<file path="src/hw/video_pkg.sv">
`default_nettype none

package video_pkg;

   localparam int COORD_W = 10;    // raster coordinate bits
   localparam int CHAN_W = 8;      // bits per colour channel

   // horizontal timing in pixels
   localparam int H_ACTIVE = 640;  // visible pixels
   localparam int H_FRONT = 16;    // front porch
   localparam int H_SYNC = 96;     // sync pulse width
   localparam int H_BACK = 48;     // back porch

   // vertical timing in lines
   localparam int V_ACTIVE = 480;  // visible lines
   localparam int V_FRONT = 10;    // front porch
   localparam int V_SYNC = 2;      // sync pulse width
   localparam int V_BACK = 33;     // back porch

   localparam int H_TOTAL = H_ACTIVE + H_FRONT + H_SYNC + H_BACK;  // 800 per line
   localparam int V_TOTAL = V_ACTIVE + V_FRONT + V_SYNC + V_BACK;  // 525 per frame

   localparam int SPRITE_SIZE = 16;  // sprite edge in pixels
   localparam int PIPE_DEPTH = 2;    // raster position to output pixel

endpackage

`default_nettype wire

</file>
<file path="src/hw/background_gen.sv">
`timescale 1ns/1ps
`default_nettype none

module background_gen import video_pkg::*; (
   input  logic               clk,
   input  logic               rst,
   input  logic               frame_start,  // strobe at (0,0)
   input  logic [COORD_W-1:0] spot_x,
   input  logic [CHAN_W-1:0]  bck_r,        // base colour request
   input  logic [CHAN_W-1:0]  bck_g,
   input  logic [CHAN_W-1:0]  bck_b,
   output logic [CHAN_W-1:0]  bg_r,
   output logic [CHAN_W-1:0]  bg_g,
   output logic [CHAN_W-1:0]  bg_b
);

   logic [CHAN_W-1:0] base_r, base_g, base_b;  // colour held for the frame
   logic [CHAN_W-1:0] cur_r, cur_g, cur_b;     // colour for this pixel

   // origin pixel already uses the new frame colour
   assign cur_r = frame_start ? bck_r : base_r;
   assign cur_g = frame_start ? bck_g : base_g;
   assign cur_b = frame_start ? bck_b : base_b;

   always_ff @(posedge clk) begin
      if (rst) begin
         base_r <= '0;
         base_g <= '0;
         base_b <= '0;
      end else if (frame_start) begin
         base_r <= bck_r;           // sampled once per frame
         base_g <= bck_g;
         base_b <= bck_b;
      end
   end

   always_ff @(posedge clk) begin
      bg_r <= cur_r;
      bg_g <= cur_g;
      bg_b <= cur_b + spot_x[COORD_W-1:COORD_W-CHAN_W];  // x/4 gradient mod 256
   end

endmodule

`default_nettype wire

</file>
<file path="src/hw/bomber_video.sv">
`timescale 1ns/1ps
`default_nettype none

module bomber_video import video_pkg::*; (
   input  logic               clk,
   input  logic               rst,
   input  logic [COORD_W-1:0] player_x,      // sprite corner
   input  logic [COORD_W-1:0] player_y,
   input  logic [7:0]         player_color,  // rgb332
   input  logic [CHAN_W-1:0]  bck_r,         // background base colour
   input  logic [CHAN_W-1:0]  bck_g,
   input  logic [CHAN_W-1:0]  bck_b,
   output logic [CHAN_W-1:0]  vga_r,
   output logic [CHAN_W-1:0]  vga_g,
   output logic [CHAN_W-1:0]  vga_b,
   output logic               vga_hs,
   output logic               vga_vs,
   output logic               vga_blank,
   output logic               sof            // start of frame at output
);

   logic [COORD_W-1:0] spot_x, spot_y;       // raster position
   logic               active, hs, vs;
   logic               frame_start;          // strobe at origin
   logic [CHAN_W-1:0]  bg_r, bg_g, bg_b;
   logic [CHAN_W-1:0]  spr_r, spr_g, spr_b;
   logic               spr_hit;

   vga_timing vga_timing_i (
      .clk(clk), .rst(rst),
      .spot_x(spot_x), .spot_y(spot_y),
      .active(active), .hs(hs), .vs(vs),
      .frame_start(frame_start)
   );

   background_gen background_gen_i (
      .clk(clk), .rst(rst), .frame_start(frame_start),
      .spot_x(spot_x),
      .bck_r(bck_r), .bck_g(bck_g), .bck_b(bck_b),
      .bg_r(bg_r), .bg_g(bg_g), .bg_b(bg_b)
   );

   player_sprite player_sprite_i (
      .clk(clk), .rst(rst), .frame_start(frame_start),
      .spot_x(spot_x), .spot_y(spot_y),
      .player_x(player_x), .player_y(player_y),
      .player_color(player_color),
      .spr_hit(spr_hit),
      .spr_r(spr_r), .spr_g(spr_g), .spr_b(spr_b)
   );

   pixel_mixer pixel_mixer_i (
      .clk(clk), .rst(rst),
      .active(active), .hs(hs), .vs(vs), .frame_start(frame_start),
      .bg_r(bg_r), .bg_g(bg_g), .bg_b(bg_b),
      .spr_r(spr_r), .spr_g(spr_g), .spr_b(spr_b),
      .spr_hit(spr_hit),
      .vga_r(vga_r), .vga_g(vga_g), .vga_b(vga_b),
      .vga_hs(vga_hs), .vga_vs(vga_vs), .vga_blank(vga_blank),
      .sof(sof)
   );

endmodule

`default_nettype wire

</file>
<file path="src/hw/pixel_mixer.sv">
`timescale 1ns/1ps
`default_nettype none

module pixel_mixer import video_pkg::*; (
   input  logic              clk,
   input  logic              rst,
   input  logic              active,       // from timing stage
   input  logic              hs,
   input  logic              vs,
   input  logic              frame_start,
   input  logic [CHAN_W-1:0] bg_r,         // renderer stage outputs
   input  logic [CHAN_W-1:0] bg_g,
   input  logic [CHAN_W-1:0] bg_b,
   input  logic [CHAN_W-1:0] spr_r,
   input  logic [CHAN_W-1:0] spr_g,
   input  logic [CHAN_W-1:0] spr_b,
   input  logic              spr_hit,
   output logic [CHAN_W-1:0] vga_r,
   output logic [CHAN_W-1:0] vga_g,
   output logic [CHAN_W-1:0] vga_b,
   output logic              vga_hs,
   output logic              vga_vs,
   output logic              vga_blank,    // high while visible
   output logic              sof
);

   logic              active_d, hs_d, vs_d, sof_d;  // aligned with renderers
   logic [CHAN_W-1:0] pix_r, pix_g, pix_b;

   always_comb begin
      if (!active_d) begin
         pix_r = '0;                 // black in blanking
         pix_g = '0;
         pix_b = '0;
      end else if (spr_hit) begin
         pix_r = spr_r;              // sprite wins
         pix_g = spr_g;
         pix_b = spr_b;
      end else begin
         pix_r = bg_r;
         pix_g = bg_g;
         pix_b = bg_b;
      end
   end

   always_ff @(posedge clk) begin
      if (rst) begin
         active_d <= 1'b0;
         hs_d <= 1'b1;
         vs_d <= 1'b1;
         sof_d <= 1'b0;
         vga_r <= '0;
         vga_g <= '0;
         vga_b <= '0;
         vga_hs <= 1'b1;
         vga_vs <= 1'b1;
         vga_blank <= 1'b0;
         sof <= 1'b0;
      end else begin
         active_d <= active;         // match renderer latency
         hs_d <= hs;
         vs_d <= vs;
         sof_d <= frame_start;
         vga_r <= pix_r;
         vga_g <= pix_g;
         vga_b <= pix_b;
         vga_hs <= hs_d;
         vga_vs <= vs_d;
         vga_blank <= active_d;
         sof <= sof_d;
      end
   end

endmodule

`default_nettype wire

</file>
<file path="src/hw/player_sprite.sv">
`timescale 1ns/1ps
`default_nettype none

module player_sprite import video_pkg::*; (
   input  logic               clk,
   input  logic               rst,
   input  logic               frame_start,   // strobe at (0,0)
   input  logic [COORD_W-1:0] spot_x,
   input  logic [COORD_W-1:0] spot_y,
   input  logic [COORD_W-1:0] player_x,      // sprite top left corner
   input  logic [COORD_W-1:0] player_y,
   input  logic [7:0]         player_color,  // rgb332
   output logic               spr_hit,       // opaque sprite pixel
   output logic [CHAN_W-1:0]  spr_r,
   output logic [CHAN_W-1:0]  spr_g,
   output logic [CHAN_W-1:0]  spr_b
);

   logic [COORD_W-1:0] pos_x, pos_y;     // corner held for the frame
   logic [7:0]         color;            // colour held for the frame
   logic [COORD_W-1:0] cur_x, cur_y;
   logic [7:0]         cur_color;
   logic [COORD_W-1:0] dx, dy;           // offset from corner
   logic               in_box;
   logic               hit;
   logic [2:0]         red3, grn3;
   logic [1:0]         blu2;

   // bypass so the origin pixel sees this frame's values
   assign cur_x = frame_start ? player_x : pos_x;
   assign cur_y = frame_start ? player_y : pos_y;
   assign cur_color = frame_start ? player_color : color;

   assign dx = spot_x - cur_x;           // left of corner wraps to large
   assign dy = spot_y - cur_y;
   assign in_box = (dx < COORD_W'(SPRITE_SIZE)) && (dy < COORD_W'(SPRITE_SIZE));
   // checker of four squares
   assign hit = in_box &&
                (dx[$clog2(SPRITE_SIZE)-1] == dy[$clog2(SPRITE_SIZE)-1]);

   assign red3 = cur_color[7:5];
   assign grn3 = cur_color[4:2];
   assign blu2 = cur_color[1:0];

   always_ff @(posedge clk) begin
      if (rst) begin
         pos_x <= '0;
         pos_y <= '0;
         color <= '0;
      end else if (frame_start) begin
         pos_x <= player_x;              // sampled once per frame
         pos_y <= player_y;
         color <= player_color;
      end
   end

   always_ff @(posedge clk) begin
      if (rst) begin
         spr_hit <= 1'b0;
      end else begin
         spr_hit <= hit;
      end
   end

   always_ff @(posedge clk) begin
      spr_r <= {red3, red3, red3[2:1]};  // bit replication to 8 bits
      spr_g <= {grn3, grn3, grn3[2:1]};
      spr_b <= {blu2, blu2, blu2, blu2};
   end

endmodule

`default_nettype wire

</file>
<file path="src/hw/vga_timing.sv">
`timescale 1ns/1ps
`default_nettype none

module vga_timing import video_pkg::*; (
   input  logic               clk,
   input  logic               rst,
   output logic [COORD_W-1:0] spot_x,       // column of current pixel
   output logic [COORD_W-1:0] spot_y,       // line of current pixel
   output logic               active,       // inside visible area
   output logic               hs,           // horizontal sync active low
   output logic               vs,           // vertical sync active low
   output logic               frame_start   // one cycle at (0,0)
);

   logic [COORD_W-1:0] next_x;    // column after this cycle
   logic [COORD_W-1:0] next_y;    // line after this cycle
   logic               line_end;  // last pixel of the line
   logic               frame_end; // last line of the frame

   assign line_end = (spot_x == COORD_W'(H_TOTAL - 1));
   assign frame_end = (spot_y == COORD_W'(V_TOTAL - 1));
   assign next_x = line_end ? '0 : spot_x + 1'b1;  // wraps at H_TOTAL

   always_comb begin
      next_y = spot_y;                    // hold within the line
      if (line_end) begin
         if (frame_end) begin
            next_y = '0;                  // wrap at V_TOTAL
         end else begin
            next_y = spot_y + 1'b1;
         end
      end
   end

   // counters and decodes share one register stage
   always_ff @(posedge clk) begin
      if (rst) begin
         spot_x <= COORD_W'(H_TOTAL - 1);  // so first step lands on (0,0)
         spot_y <= COORD_W'(V_TOTAL - 1);
         active <= 1'b0;
         hs <= 1'b1;                       // sync idle high
         vs <= 1'b1;
         frame_start <= 1'b0;
      end else begin
         spot_x <= next_x;
         spot_y <= next_y;
         active <= (next_x < COORD_W'(H_ACTIVE)) &&
                   (next_y < COORD_W'(V_ACTIVE));
         hs <= !((next_x >= COORD_W'(H_ACTIVE + H_FRONT)) &&
                 (next_x < COORD_W'(H_ACTIVE + H_FRONT + H_SYNC)));
         vs <= !((next_y >= COORD_W'(V_ACTIVE + V_FRONT)) &&
                 (next_y < COORD_W'(V_ACTIVE + V_FRONT + V_SYNC)));
         frame_start <= (next_x == '0) && (next_y == '0);  // strobe at origin
      end
   end

endmodule

`default_nettype wire

</file>
<file path="config.mk">
export PLATFORM = sky130hd
export DESIGN_NAME = bomber_video
export DESIGN_NICKNAME = d
export VERILOG_FILES = /design/src/hw/video_pkg.sv /design/src/hw/background_gen.sv /design/src/hw/bomber_video.sv /design/src/hw/pixel_mixer.sv /design/src/hw/player_sprite.sv /design/src/hw/vga_timing.sv
export SDC_FILE = /design/constraint.sdc
export NUM_CORES = 1
export LEC_CHECK = 0
export BUFFER_PORTS_ARGS = -buffer_cell sky130_fd_sc_hd__buf_2
export CAP_MARGIN = 20
export CORE_MARGIN = 2
export CORE_UTILIZATION = 55
export DETAILED_ROUTE_END_ITERATION = 10
export HOLD_SLACK_MARGIN = 0.1
export PLACE_DENSITY_LB_ADDON = 0.12
export SLEW_MARGIN = 30
export SYNTH_ARGS = -nofsm -noshare
export SYNTH_HDL_FRONTEND = slang
export SYNTH_SLANG_ARGS = --single-unit
</file>
<file path="constraint.sdc">
create_clock -name clk -period 10.8 [get_ports clk]
set_input_delay 1.62 -clock clk [delete_from_list [all_inputs] [get_ports clk]]
set_output_delay 1.62 -clock clk [all_outputs]
set_load 0.03 [all_outputs]
</file>
==> results of run 1 <==
cell families (layout without fill, tap and decap cells):
family	Yosys count	count (layout)	share of synthesized area [%]
mux	54	54	9.925
flops	141	141	48.46
fa+ha+maj	27	27	5.929
compound gates	85	85	9.753
simple gates	201	201	18.54
buf+inv	44	132	2.879
xor+xnor	30	30	4.511
state kept, by name, indices dropped and copies added (netlist names), 2 cells and up:
signal	count
player_sprite_i.pos_x	10
background_gen_i.bg_r	8
background_gen_i.bg_b	8
vga_timing_i.spot_x	10
background_gen_i.base_g	8
background_gen_i.base_b	8
player_sprite_i.spr_r	3
pixel_mixer_i.vga_g	8
player_sprite_i.pos_y	10
pixel_mixer_i.vga_b	8
player_sprite_i.spr_g	3
background_gen_i.base_r	8
player_sprite_i.color	8
background_gen_i.bg_g	8
vga_timing_i.spot_y	10
player_sprite_i.spr_b	2
pixel_mixer_i.vga_r	8
stage by stage:
stage / worst slack (ns) / std cells / util, % / power (W)
after floorplan: 7.042 / 582 / - / 0.0008545
after global placement: 6.898 / 774 / 61.14 / 0.0009174
after detailed placement: 6.847 / 774 / 61.14 / 0.0009244
after CTS: 7.093 / 806 / 66.65 / 0.001480
after global routing: 6.903 / 806 / 66.66 / 0.001554
final: 7.168 / 806 / 66.66 / 0.001471
metal layers:
layer  global-route usage (%)  vias up  part of all wire (%)
li1                         -     2166                     -
met2                    36.99      110                    50
met5                        0        -                     0
met4                    6.865        0                   1.3
met1                    26.29     1973                    44
met3                    5.775        9                   5.2
worst register-to-register path, stage by stage, from the launching register on:
cell       delay [ns]
dfxtp_2          0.78
buf_4            0.51
mux2i_1          0.18
ha_1             0.23
or3_1            0.37
o22a_4           0.28
a221oi_4         0.28
nor2b_2          0.08
or4_4            0.48
a2111oi_2        0.34
power groups by stage:
stage               Clock (W)  Sequential [W]  Combinational (W)
detailed placement          0        0.000608           0.000316
CTS                  0.000561        0.000597           0.000322
finish               0.000550        0.000598           0.000323
global placement            0        0.000608           0.000309
floorplan                   0        0.000591           0.000263
global route         0.000586        0.000603           0.000364
cell usage in the layout, fill, tap and decap left out, types with 3 or more instances in the layout:
cell type | Yosys | routed
dfxtp_1 | 141 | 139
buf_2 | 2 | 81
nor2_1 | 45 | 45
a21oi_1 | 38 | 38
nand2_1 | 32 | 32
and2_1 | 32 | 32
mux2_2 | 30 | 30
nand2b_1 | 28 | 28
ha_1 | 26 | 26
mux2i_1 | 24 | 24
xnor2_1 | 19 | 19
inv_1 | 17 | 17
clkbuf_16 | 0 | 16
nor3_1 | 12 | 12
xor2_1 | 11 | 11
nand3_1 | 9 | 9
o21ai_0 | 7 | 7
nand4_1 | 6 | 6
o21ai_1 | 6 | 6
inv_6 | 0 | 6
or2_2 | 5 | 5
or3_1 | 5 | 5
nor4_1 | 5 | 5
and3_1 | 5 | 5
nor2b_1 | 5 | 5
a21o_1 | 4 | 4
o21a_1 | 3 | 3
clkinvlp_4 | 0 | 3
worst max-delay path by stage:
stage | cells past startpoint | to | slack (ns) | from
2_1_floorplan | 8 | player_sprite_i.spr_hit$_SDFF_PP0_ | 7.04 | player_y[1]
3_3_place_gp | 9 | player_sprite_i.spr_hit$_SDFF_PP0_ | 6.90 | player_y[1]
3_5_place_dp | 9 | player_sprite_i.spr_hit$_SDFF_PP0_ | 6.85 | player_y[1]
4_1_cts | 9 | player_sprite_i.spr_hit$_SDFF_PP0_ | 7.09 | vga_timing_i.frame_start$_SDFF_PP0_
5_1_grt | 9 | player_sprite_i.spr_hit$_SDFF_PP0_ | 6.90 | vga_timing_i.frame_start$_SDFF_PP0_
6_report | 9 | player_sprite_i.spr_hit$_SDFF_PP0_ | 7.17 | vga_timing_i.frame_start$_SDFF_PP0_
area by class of cell:
class                      instances  area (µm²)  area share [%]
clock inverter                    15       153.9           2.236
multi-input combinational        397        2834           41.18
inverter                          17       63.81          0.9273
tap                              136       170.2           2.473
clock buffer                      17       414.1           6.018
timing repair buffer              83       420.4           6.109
sequential                       141        2825           41.05
==> metrics.csv, run 1 <==
metric,value,unit
top-count cell post-synth,dfxtp_1,
worst ir drop on vdd,98.32,µV
synth cell count leaders,"dfxtp_1 (141), nor2_1 (45), a21oi_1 (38), and2_1 (32), nand2_1 (32)",
Iter 0 DRT Violations,241,
largest net degree at the start of global routing,44,
Ys Warns,0,
FF-to-FF Start,vga_timing_i.frame_start$_SDFF_PP0_,
Seq cells post-synth,141,
worst r2r path cells,9,
DR vias/cell,5.283,
CP cell instances,buf_4 -> mux2i_1 -> ha_1 -> or3_1 -> o22a_4 -> a221oi_4 -> nor2b_2 -> or4_4 -> a2111oi_2,
final instance area,6882,µm²
Placed Area,6312,µm²
crit share post-route,33.63,%
CP Class,reg2reg,
CP max-delay cell,dfxtp_2,
Yosys top cell by area,dfxtp_1,
first-pass GRT wire length,19.28,mm
Sw Pwr,0.0004639,W
Mapped Nets,663,
worst r2r dst,player_sprite_i.spr_hit$_SDFF_PP0_,
total gr overflow,0,
"Clk Latency, worst-skew pair",0.52,ns
CTS Sinks,141,
crit path DAT,4.05,ns
Clock Power Share,37.4,%
DR WL/cell,13.98,µm
synthesis-to-finish area growth,18.15,%
Setup crit end kind,register,
Max Cap Viol,0,
clk root buf,clkbuf_8,
leakage,2.877,nW
# port buffers,81,
Fin Hold WS,0.4122,ns
R2R setup slack,7.17,ns
Combinational Power Share,21.9,%
fin nets,738,
number of post-CTS setup repair buffers,0,
Initial Utilization,56.42,%
Worst Hold Path Cells,1,
I/O Pins,82,
ys flop type,dfxtp_1,
Area contributors post-synth,"dfxtp_1 (48%), mux2_2 (5.8%), ha_1 (5.6%)",
clock-pin slew on the worst setup and hold paths,0.06,ns
share of async-settable or async-resettable flops after synthesis,0,%
vias in the first global route,4248,
crit path max fanout,30,
Max Transition Viols Final,0,
antenna-violating nets left,0,
CTS resizes,0,
Netlist Area Pre-Place,5824,µm²
initial antenna violation count,0,
CTS tree,done,
Post-Syn Instances,582,
cts bufs inserted,17,
fill count,835,
Sw Ratio,31.53,%
CTS Hold Bufs,0,
Post-synth EDFFs,0,
hold path start,pixel_mixer_i.vs_d$_SDFF_PP1_,
total die area,11430,µm²
sequential area share after synthesis,48.46,%
layout cells sized above 1,23.88,%
core area,10320,µm²
number of H-tree levels,4,
DRC,0,
Worst slew margin,41.46,%
internal power component,0.001007,W
Rows,37,
Hold Path Class,reg2reg,
final setup vio count,0,
Die Width,106.9,µm
Fin. Hold Viols,0,
RSZ-0062 raised after global routing,no,
startpoint types,register,
Power Density,213.8,nW/µm²
clk_skew,0.009374,ns
outcome,"finished, final reports clean",
Placer Congestion,0.9254,
Hold Path End,pixel_mixer_i.vga_vs$_SDFF_PP1_,
DRT Pass-1 Iters,5,
Clock Path Buffers,2,
setup TNS,0,ns
synth unique cells,60,
required time of the critical path,11.21,ns
Max Fclk,275.3,MHz
fraction of power consumed by sequential logic,40.7,%
Die Ht,106.9,µm
top-area cell type share of the netlist area,48.46,%
CP peak stage delay,0.78,ns
via count,4258,
cell family with most CP delay,simple AND/OR/NAND/NOR gates,
Ant. Diodes,0,
routed wire length,11.27,mm
post-layout min period,3.632,ns
Worst-Margin Slew,0.8760,ns
GRT Overall Usage,21.54,%
DPL Wire Length,7.693,mm
Mapped Avg Cell Area,10.01,µm²
Bufs and invs on worst path,1,
Power figures use the tool's default switching activity.
==> inputs of run 2 (changes only) <==
ABC_AREA = 1   (was not set)
clock period = 3.58 ns   (was 10.8 ns; I/O delays follow)
==> run 2 against run 1 <==
Compared with the run above:
- maximum frequency is 32% higher
- area after synthesis up 4.9%
- clock power increased to 3.1 times the previous value
- die area rose by 4.7%
- worst hold slack worse by 0.18 ns
- sequential power rose to 3.0 times the previous value
- highest routed layer unchanged
- register-to-register slack lost 6.3 ns
- clock skew down 0.0037 ns
- routed wire length grew 25%
- global-route usage is 3.4 points higher
- largest power group unchanged
- combinational power rose to 4.2 times the previous value
==> metrics.csv, run 2 <==
metric,value,unit
Initial Utilization,56.35,%
Power Density,676.6,nW/µm²
required time of the critical path,4.03,ns
uppermost layer routed,met4,
Die Ht,109.4,µm
Post-Syn Instances,799,
Netlist Area Pre-Place,6108,µm²
mux share of post-synthesis cell area,3.113,%
Mapped Avg Cell Area,7.645,µm²
number of post-CTS setup repair buffers,0,
Post-synth EDFFs,0,
Worst path depth,10,
routed wire length,14.04,mm
CP max-delay cell,dfxtp_2,
Ys Warns,0,
leakage,3.505,nW
metal3 WL,714,µm
Placer Congestion,0.8670,
number of H-tree levels,4,
Hold Path Class,in2reg,
Die Width,109.4,µm
area share of fa/ha/maj cells after synthesis,5.653,%
top-count cell post-synth,nand2_1,
Bufs and invs on worst path,2,
"Clk Latency, worst-skew pair",0.53,ns
via count,5287,
final instance area,7217,µm²
Setup crit end kind,register,
crit path DAT,3.20,ns
Clock Path Buffers,2,
clk_skew,0.005651,ns
total die area,11970,µm²
core area,10840,µm²
synth cell count leaders,"nand2_1 (249), dfxtp_1 (141), inv_1 (75), a21oi_1 (68), nor2_1 (64)",
ys flop type,dfxtp_1,
clk root buf,clkbuf_8,
outcome,"finished, final reports clean",
Max Fclk,364.2,MHz
Yosys top cell by area,dfxtp_1,
CP peak stage delay,0.72,ns
layout cells sized above 1,16.78,%
area of the multi-input gates,2898,µm²
Register Area,2824,µm²
Ant. Diodes,0,
final setup vio count,0,
vias in the first global route,5024,
DPL Wire Length,10.10,mm
initial antenna violation count,0,
worst ir drop on vdd,463.6,µV
Worst slew margin,38.09,%
Max Cap Viol,0,
CTS resizes,0,
CTS Sinks,141,
"most common cell after layout, fill and taps aside",nand2_1,
DRC,0,
fill count,912,
Area contributors post-synth,"dfxtp_1 (46%), nand2_1 (15%), a21oi_1 (5.6%)",
Synth Area in XOR/XNOR,2.560,%
Synth Area in Simple Gates,28.21,%
Cells after DPL,1002,
crit share post-route,76.69,%
CP cell instances,buf_4 -> nand2_1 -> nand2_1 -> ha_1 -> inv_1 -> fa_1 -> o21ai_0 -> a21oi_1 -> o21ai_0 -> xor2_1,
share of async-settable or async-resettable flops after synthesis,0,%
RSZ-0062 raised after global routing,no,
cts bufs inserted,17,
Worst-Margin Slew,0.9264,ns
DRT met1 WL,6.174,mm
DR WL/cell,13.58,µm
startpoint types,register,
sequential area share after synthesis,46.21,%
total gr overflow,0,
"commonest cells after routing, fill and taps aside","nand2_1 (249), dfxtp_1 (140), buf_2 (81)",
main combinational cell family by area after synthesis,simple AND/OR/NAND/NOR gates,
post-layout min period,2.745,ns
top-area cell type share of the netlist area,46.21,%
antenna-violating nets left,0,
I/O Pins,82,
DR vias/cell,5.113,
Max Transition Viols Final,0,
CTS tree,done,
GRT Overall Usage,24.91,%
DRT Pass-1 Iters,5,
cell family with most CP delay,flip-flops,
Rows,38,
Seq cells post-synth,141,
synth unique cells,37,
CP Class,reg2reg,
synthesis-to-finish area growth,18.15,%
fin util,66.57,%
Worst Hold Path Cells,3,
largest net degree at the start of global routing,57,
Non-Filler Instances,1034,
Total Power,0.004883,W
# port buffers,81,
Compound-Gate Fraction of Synth Area,7.907,%
Fin. Hold Viols,0,
fin nets,962,
Placed Area,6631,µm²
CTS Hold Bufs,0,
setup TNS,0,ns
Iter 0 DRT Violations,316,
crit path max fanout,22,
routed wl met2,6.868,mm
first-pass GRT wire length,22.77,mm
clock-pin slew on the worst setup and hold paths,0.06,ns
worst r2r path cells,10,
Mapped Nets,880,
## run 2: cell count changes in the layout (fill, tap and decap cells not counted), moves of 19 or more
cell / delta
nor2_1: +19
inv_1: +58
a21oi_1: +30
nand2b_1: -28
mux2_2: -30
nand3_1: +29
nand2_1: +217
and2_1: -31
## run 2: final timing paths
| path | from | end | slack [ns] |
|---|---|---|---|
| worst max-delay path | vga_timing_i.frame_start$_SDFF_PP0_ | background_gen_i.bg_b[6]$_DFF_P_ | 0.83 |
| worst min-delay path | bck_r[5] | background_gen_i.bg_r[5]$_DFF_P_ | 0.23 |
| worst max register to register | vga_timing_i.frame_start$_SDFF_PP0_ | background_gen_i.bg_b[6]$_DFF_P_ | 0.83 |
| worst min register to register | pixel_mixer_i.sof_d$_SDFF_PP0_ | pixel_mixer_i.sof$_SDFF_PP0_ | 0.40 |
## run 2: final cells by class
class,instances,share of cell area [%]
clock buffer,18,5.929
clock inverter,14,2.184
inverter,79,4.144
multi-input combinational,557,40.15
sequential,141,39.13
tap,140,2.427
timing repair buffer,85,6.033
## run 2: logic make-up (layout without fill, tap and decap cells)
kind of cell,Yosys count,after routing
AND/OR/NAND/NOR,403,403
flip-flops,141,141
multiplexers,19,19
XOR/XNOR,17,17
buffers and inverters,101,196
adder cells (fa/ha/maj),27,27
AO/OA/AOI/OAI,91,91
## run 2: per-layer routing
metal	GRT usage, %	up-vias
met1	29.18	2400
li1	-	2718
met3	5.750	26
met2	43.74	143
met5	0	-
met4	10.22	0
## run 2: stage by stage
| stage | setup WS (ns) | hold WS, ns |
|---|---|---|
| 2_1_floorplan | 1.139 | 0.3883 |
| 3_3_place_gp | 0.9289 | 0.3932 |
| 3_5_place_dp | 0.8476 | 0.3929 |
| 4_1_cts | 0.8226 | 0.1995 |
| 5_1_grt | 0.5183 | 0.2240 |
| 6_report | 0.8346 | 0.2281 |
## run 2: power by group
| part | leakage [nW] | switching [W] | internal (W) |
|---|---|---|---|
| clock network | 0.273 | 0.000691 | 0.00102 |
| registers | 1.14 | 0.000134 | 0.00168 |
| logic | 2.09 | 0.000867 | 0.000491 |
## run 2: tightest hold or removal path: cells and delay by family
family | cells | cell delay (ns)
simple gates | 2 | 0.12
buf+inv | 1 | 0.08
==> inputs of run 3 (changes only) <==
CORE_UTILIZATION = 52   (was 55)
clock period = 2.44 ns   (was 3.58 ns; I/O delays follow)
==> run 3 against run 2 <==
Compared with the run above:
- critical path depth rose by 5
- count of clock-buffer cells in the layout rose by 3
- highest routed layer unchanged
- via count rose by 0.13%
- critical endpoint is now player_sprite_i.spr_hit$_SDFF_PP0_
==> metrics.csv, run 3 (synthesis gave the netlist of run 2 again) <==
metric,value,unit
worst r2r path cells,15,
Setup crit end kind,register,
fill count,995,
"commonest cells after routing, fill and taps aside","nand2_1 (249), dfxtp_1 (140), buf_2 (81)",
initial antenna violation count,0,
DPL Wire Length,9.936,mm
Non-Filler Instances,1041,
R2R setup slack,0.13,ns
Clock Path Buffers,2,
Placer Congestion,0.9386,
cts bufs inserted,17,
Placed Area,6665,µm²
leakage,3.509,nW
setup TNS,0,ns
area of the multi-input gates,2902,µm²
largest net degree at the start of global routing,39,
Initial Utilization,53.50,%
GRT Overall Usage,22.67,%
I/O Pins,82,
FF-to-FF Start,vga_timing_i.frame_start$_SDFF_PP0_,
DRC,0,
Ant. Diodes,0,
vias in the first global route,5038,
antenna-violating nets left,0,
startpoint types,register,
routed wire length,13.70,mm
outcome,"finished, final reports clean",
crit share post-route,94.75,%
Die Width,112.4,µm
Cells after DPL,1009,
final instance area,7213,µm²
fin util,63.17,%
Hold Path End,background_gen_i.bg_r[2]$_DFF_P_,
CTS tree,done,
DR WL/cell,13.16,µm
RSZ-0062 raised after global routing,yes,
hold path start,bck_r[2],
Max Cap Viol,0,
"Clk Latency, worst-skew pair",0.42,ns
CTS Sinks,141,
layout cells sized above 1,17.04,%
Total Power,0.006998,W
DRT Pass-1 Iters,5,
Worst-Margin Slew,0.8749,ns
fin nets,966,
via count,5294,
worst r2r dst,player_sprite_i.spr_hit$_SDFF_PP0_,
worst ir drop on vdd,614.1,µV
CP startpoint,vga_timing_i.frame_start$_SDFF_PP0_,
clk root buf,clkbuf_16,
Fin. Hold Viols,0,
core area,11420,µm²
total die area,12630,µm²
Iter 0 DRT Violations,411,
Power Density,970.2,nW/µm²
CP Class,reg2reg,
clk_skew,0.007869,ns
Worst Hold Path Cells,3,
Max Transition Viols Final,0,
Register Area,2824,µm²
crit path DAT,2.62,ns
"most common cell after layout, fill and taps aside",nand2_1,
crit path max fanout,14,
post-layout min period,2.312,ns
Die Ht,112.4,µm
total gr overflow,0,
synthesis-to-finish area growth,18.09,%
Hold Path Class,in2reg,
# port buffers,81,
Max Fclk,432.6,MHz
final setup vio count,0,
Worst slew margin,41.53,%
number of H-tree levels,4,
first-pass GRT wire length,22.80,mm
required time of the critical path,2.75,ns
Rows,39,
DR vias/cell,5.085,
clock-pin slew on the worst setup and hold paths,0.06,ns
run 3: stage by stage:
stage | setup slack [ns] | hold slack, ns
finish | 0.1282 | 0.1586
global route | -0.08136 | 0.1669
CTS | 0.1605 | 0.1450
detailed placement | 0.1843 | 0.3933
global placement | 0.2275 | 0.3910
floorplan | 0.1003 | 0.3883
run 3: worst max-delay path by stage:
stage,end,depth (start not counted)
2_1_floorplan,background_gen_i.bg_b[6]$_DFF_P_,12
6_report,player_sprite_i.spr_hit$_SDFF_PP0_,15
3_5_place_dp,player_sprite_i.spr_hit$_SDFF_PP0_,12
3_3_place_gp,player_sprite_i.spr_hit$_SDFF_PP0_,12
5_1_grt,player_sprite_i.spr_hit$_SDFF_PP0_,14
4_1_cts,player_sprite_i.spr_hit$_SDFF_PP0_,12
run 3: routing by layer:
metal / share of wire (%) / track usage [%] / wire length (µm)
met1: 46 / 27.88 / 6257
met2: 47 / 38.07 / 6404
met3: 5.2 / 5.562 / 710
met4: 2.4 / 9.593 / 324
met5: 0 / 0 / 0
run 3: area by class of cell:
cell class              count  share of cell area (%)
clock inverters            11                   1.162
flip-flops and latches    141                   39.15
clock buffers              21                   6.383
multi-input cells         557                   40.23
repair buffers             89                   6.453
well taps                 143                   2.480
inverters                  79                   4.146
run 3: timing repair:
action                                  CTS  global route
hold buffers                              0             0
resized for setup                         0             2
endpoints found under the setup margin    0             2
setup buffers                             0             0
run 3: power by group:
part           internal, W  switching (W)  total (W)
Sequential         0.00246       0.000183    0.00265
Clock              0.00136       0.000999    0.00236
Combinational     0.000718        0.00127    0.00199
Total              0.00454        0.00246    0.00700
run 3: worst max-delay path, cell delays in order, from the launching register on:
cell     delay, ns
dfxtp_2       0.39
buf_4         0.25
mux2i_1       0.28
ha_1          0.33
nand2_1       0.14
inv_1         0.06
a21oi_1       0.20
nand2_1       0.12
nand2_1       0.08
nand2_1       0.07
nand2_1       0.06
inv_1         0.03
nand3_1       0.07
nor2_1        0.04
nand3_1       0.06
nor2_1        0.04
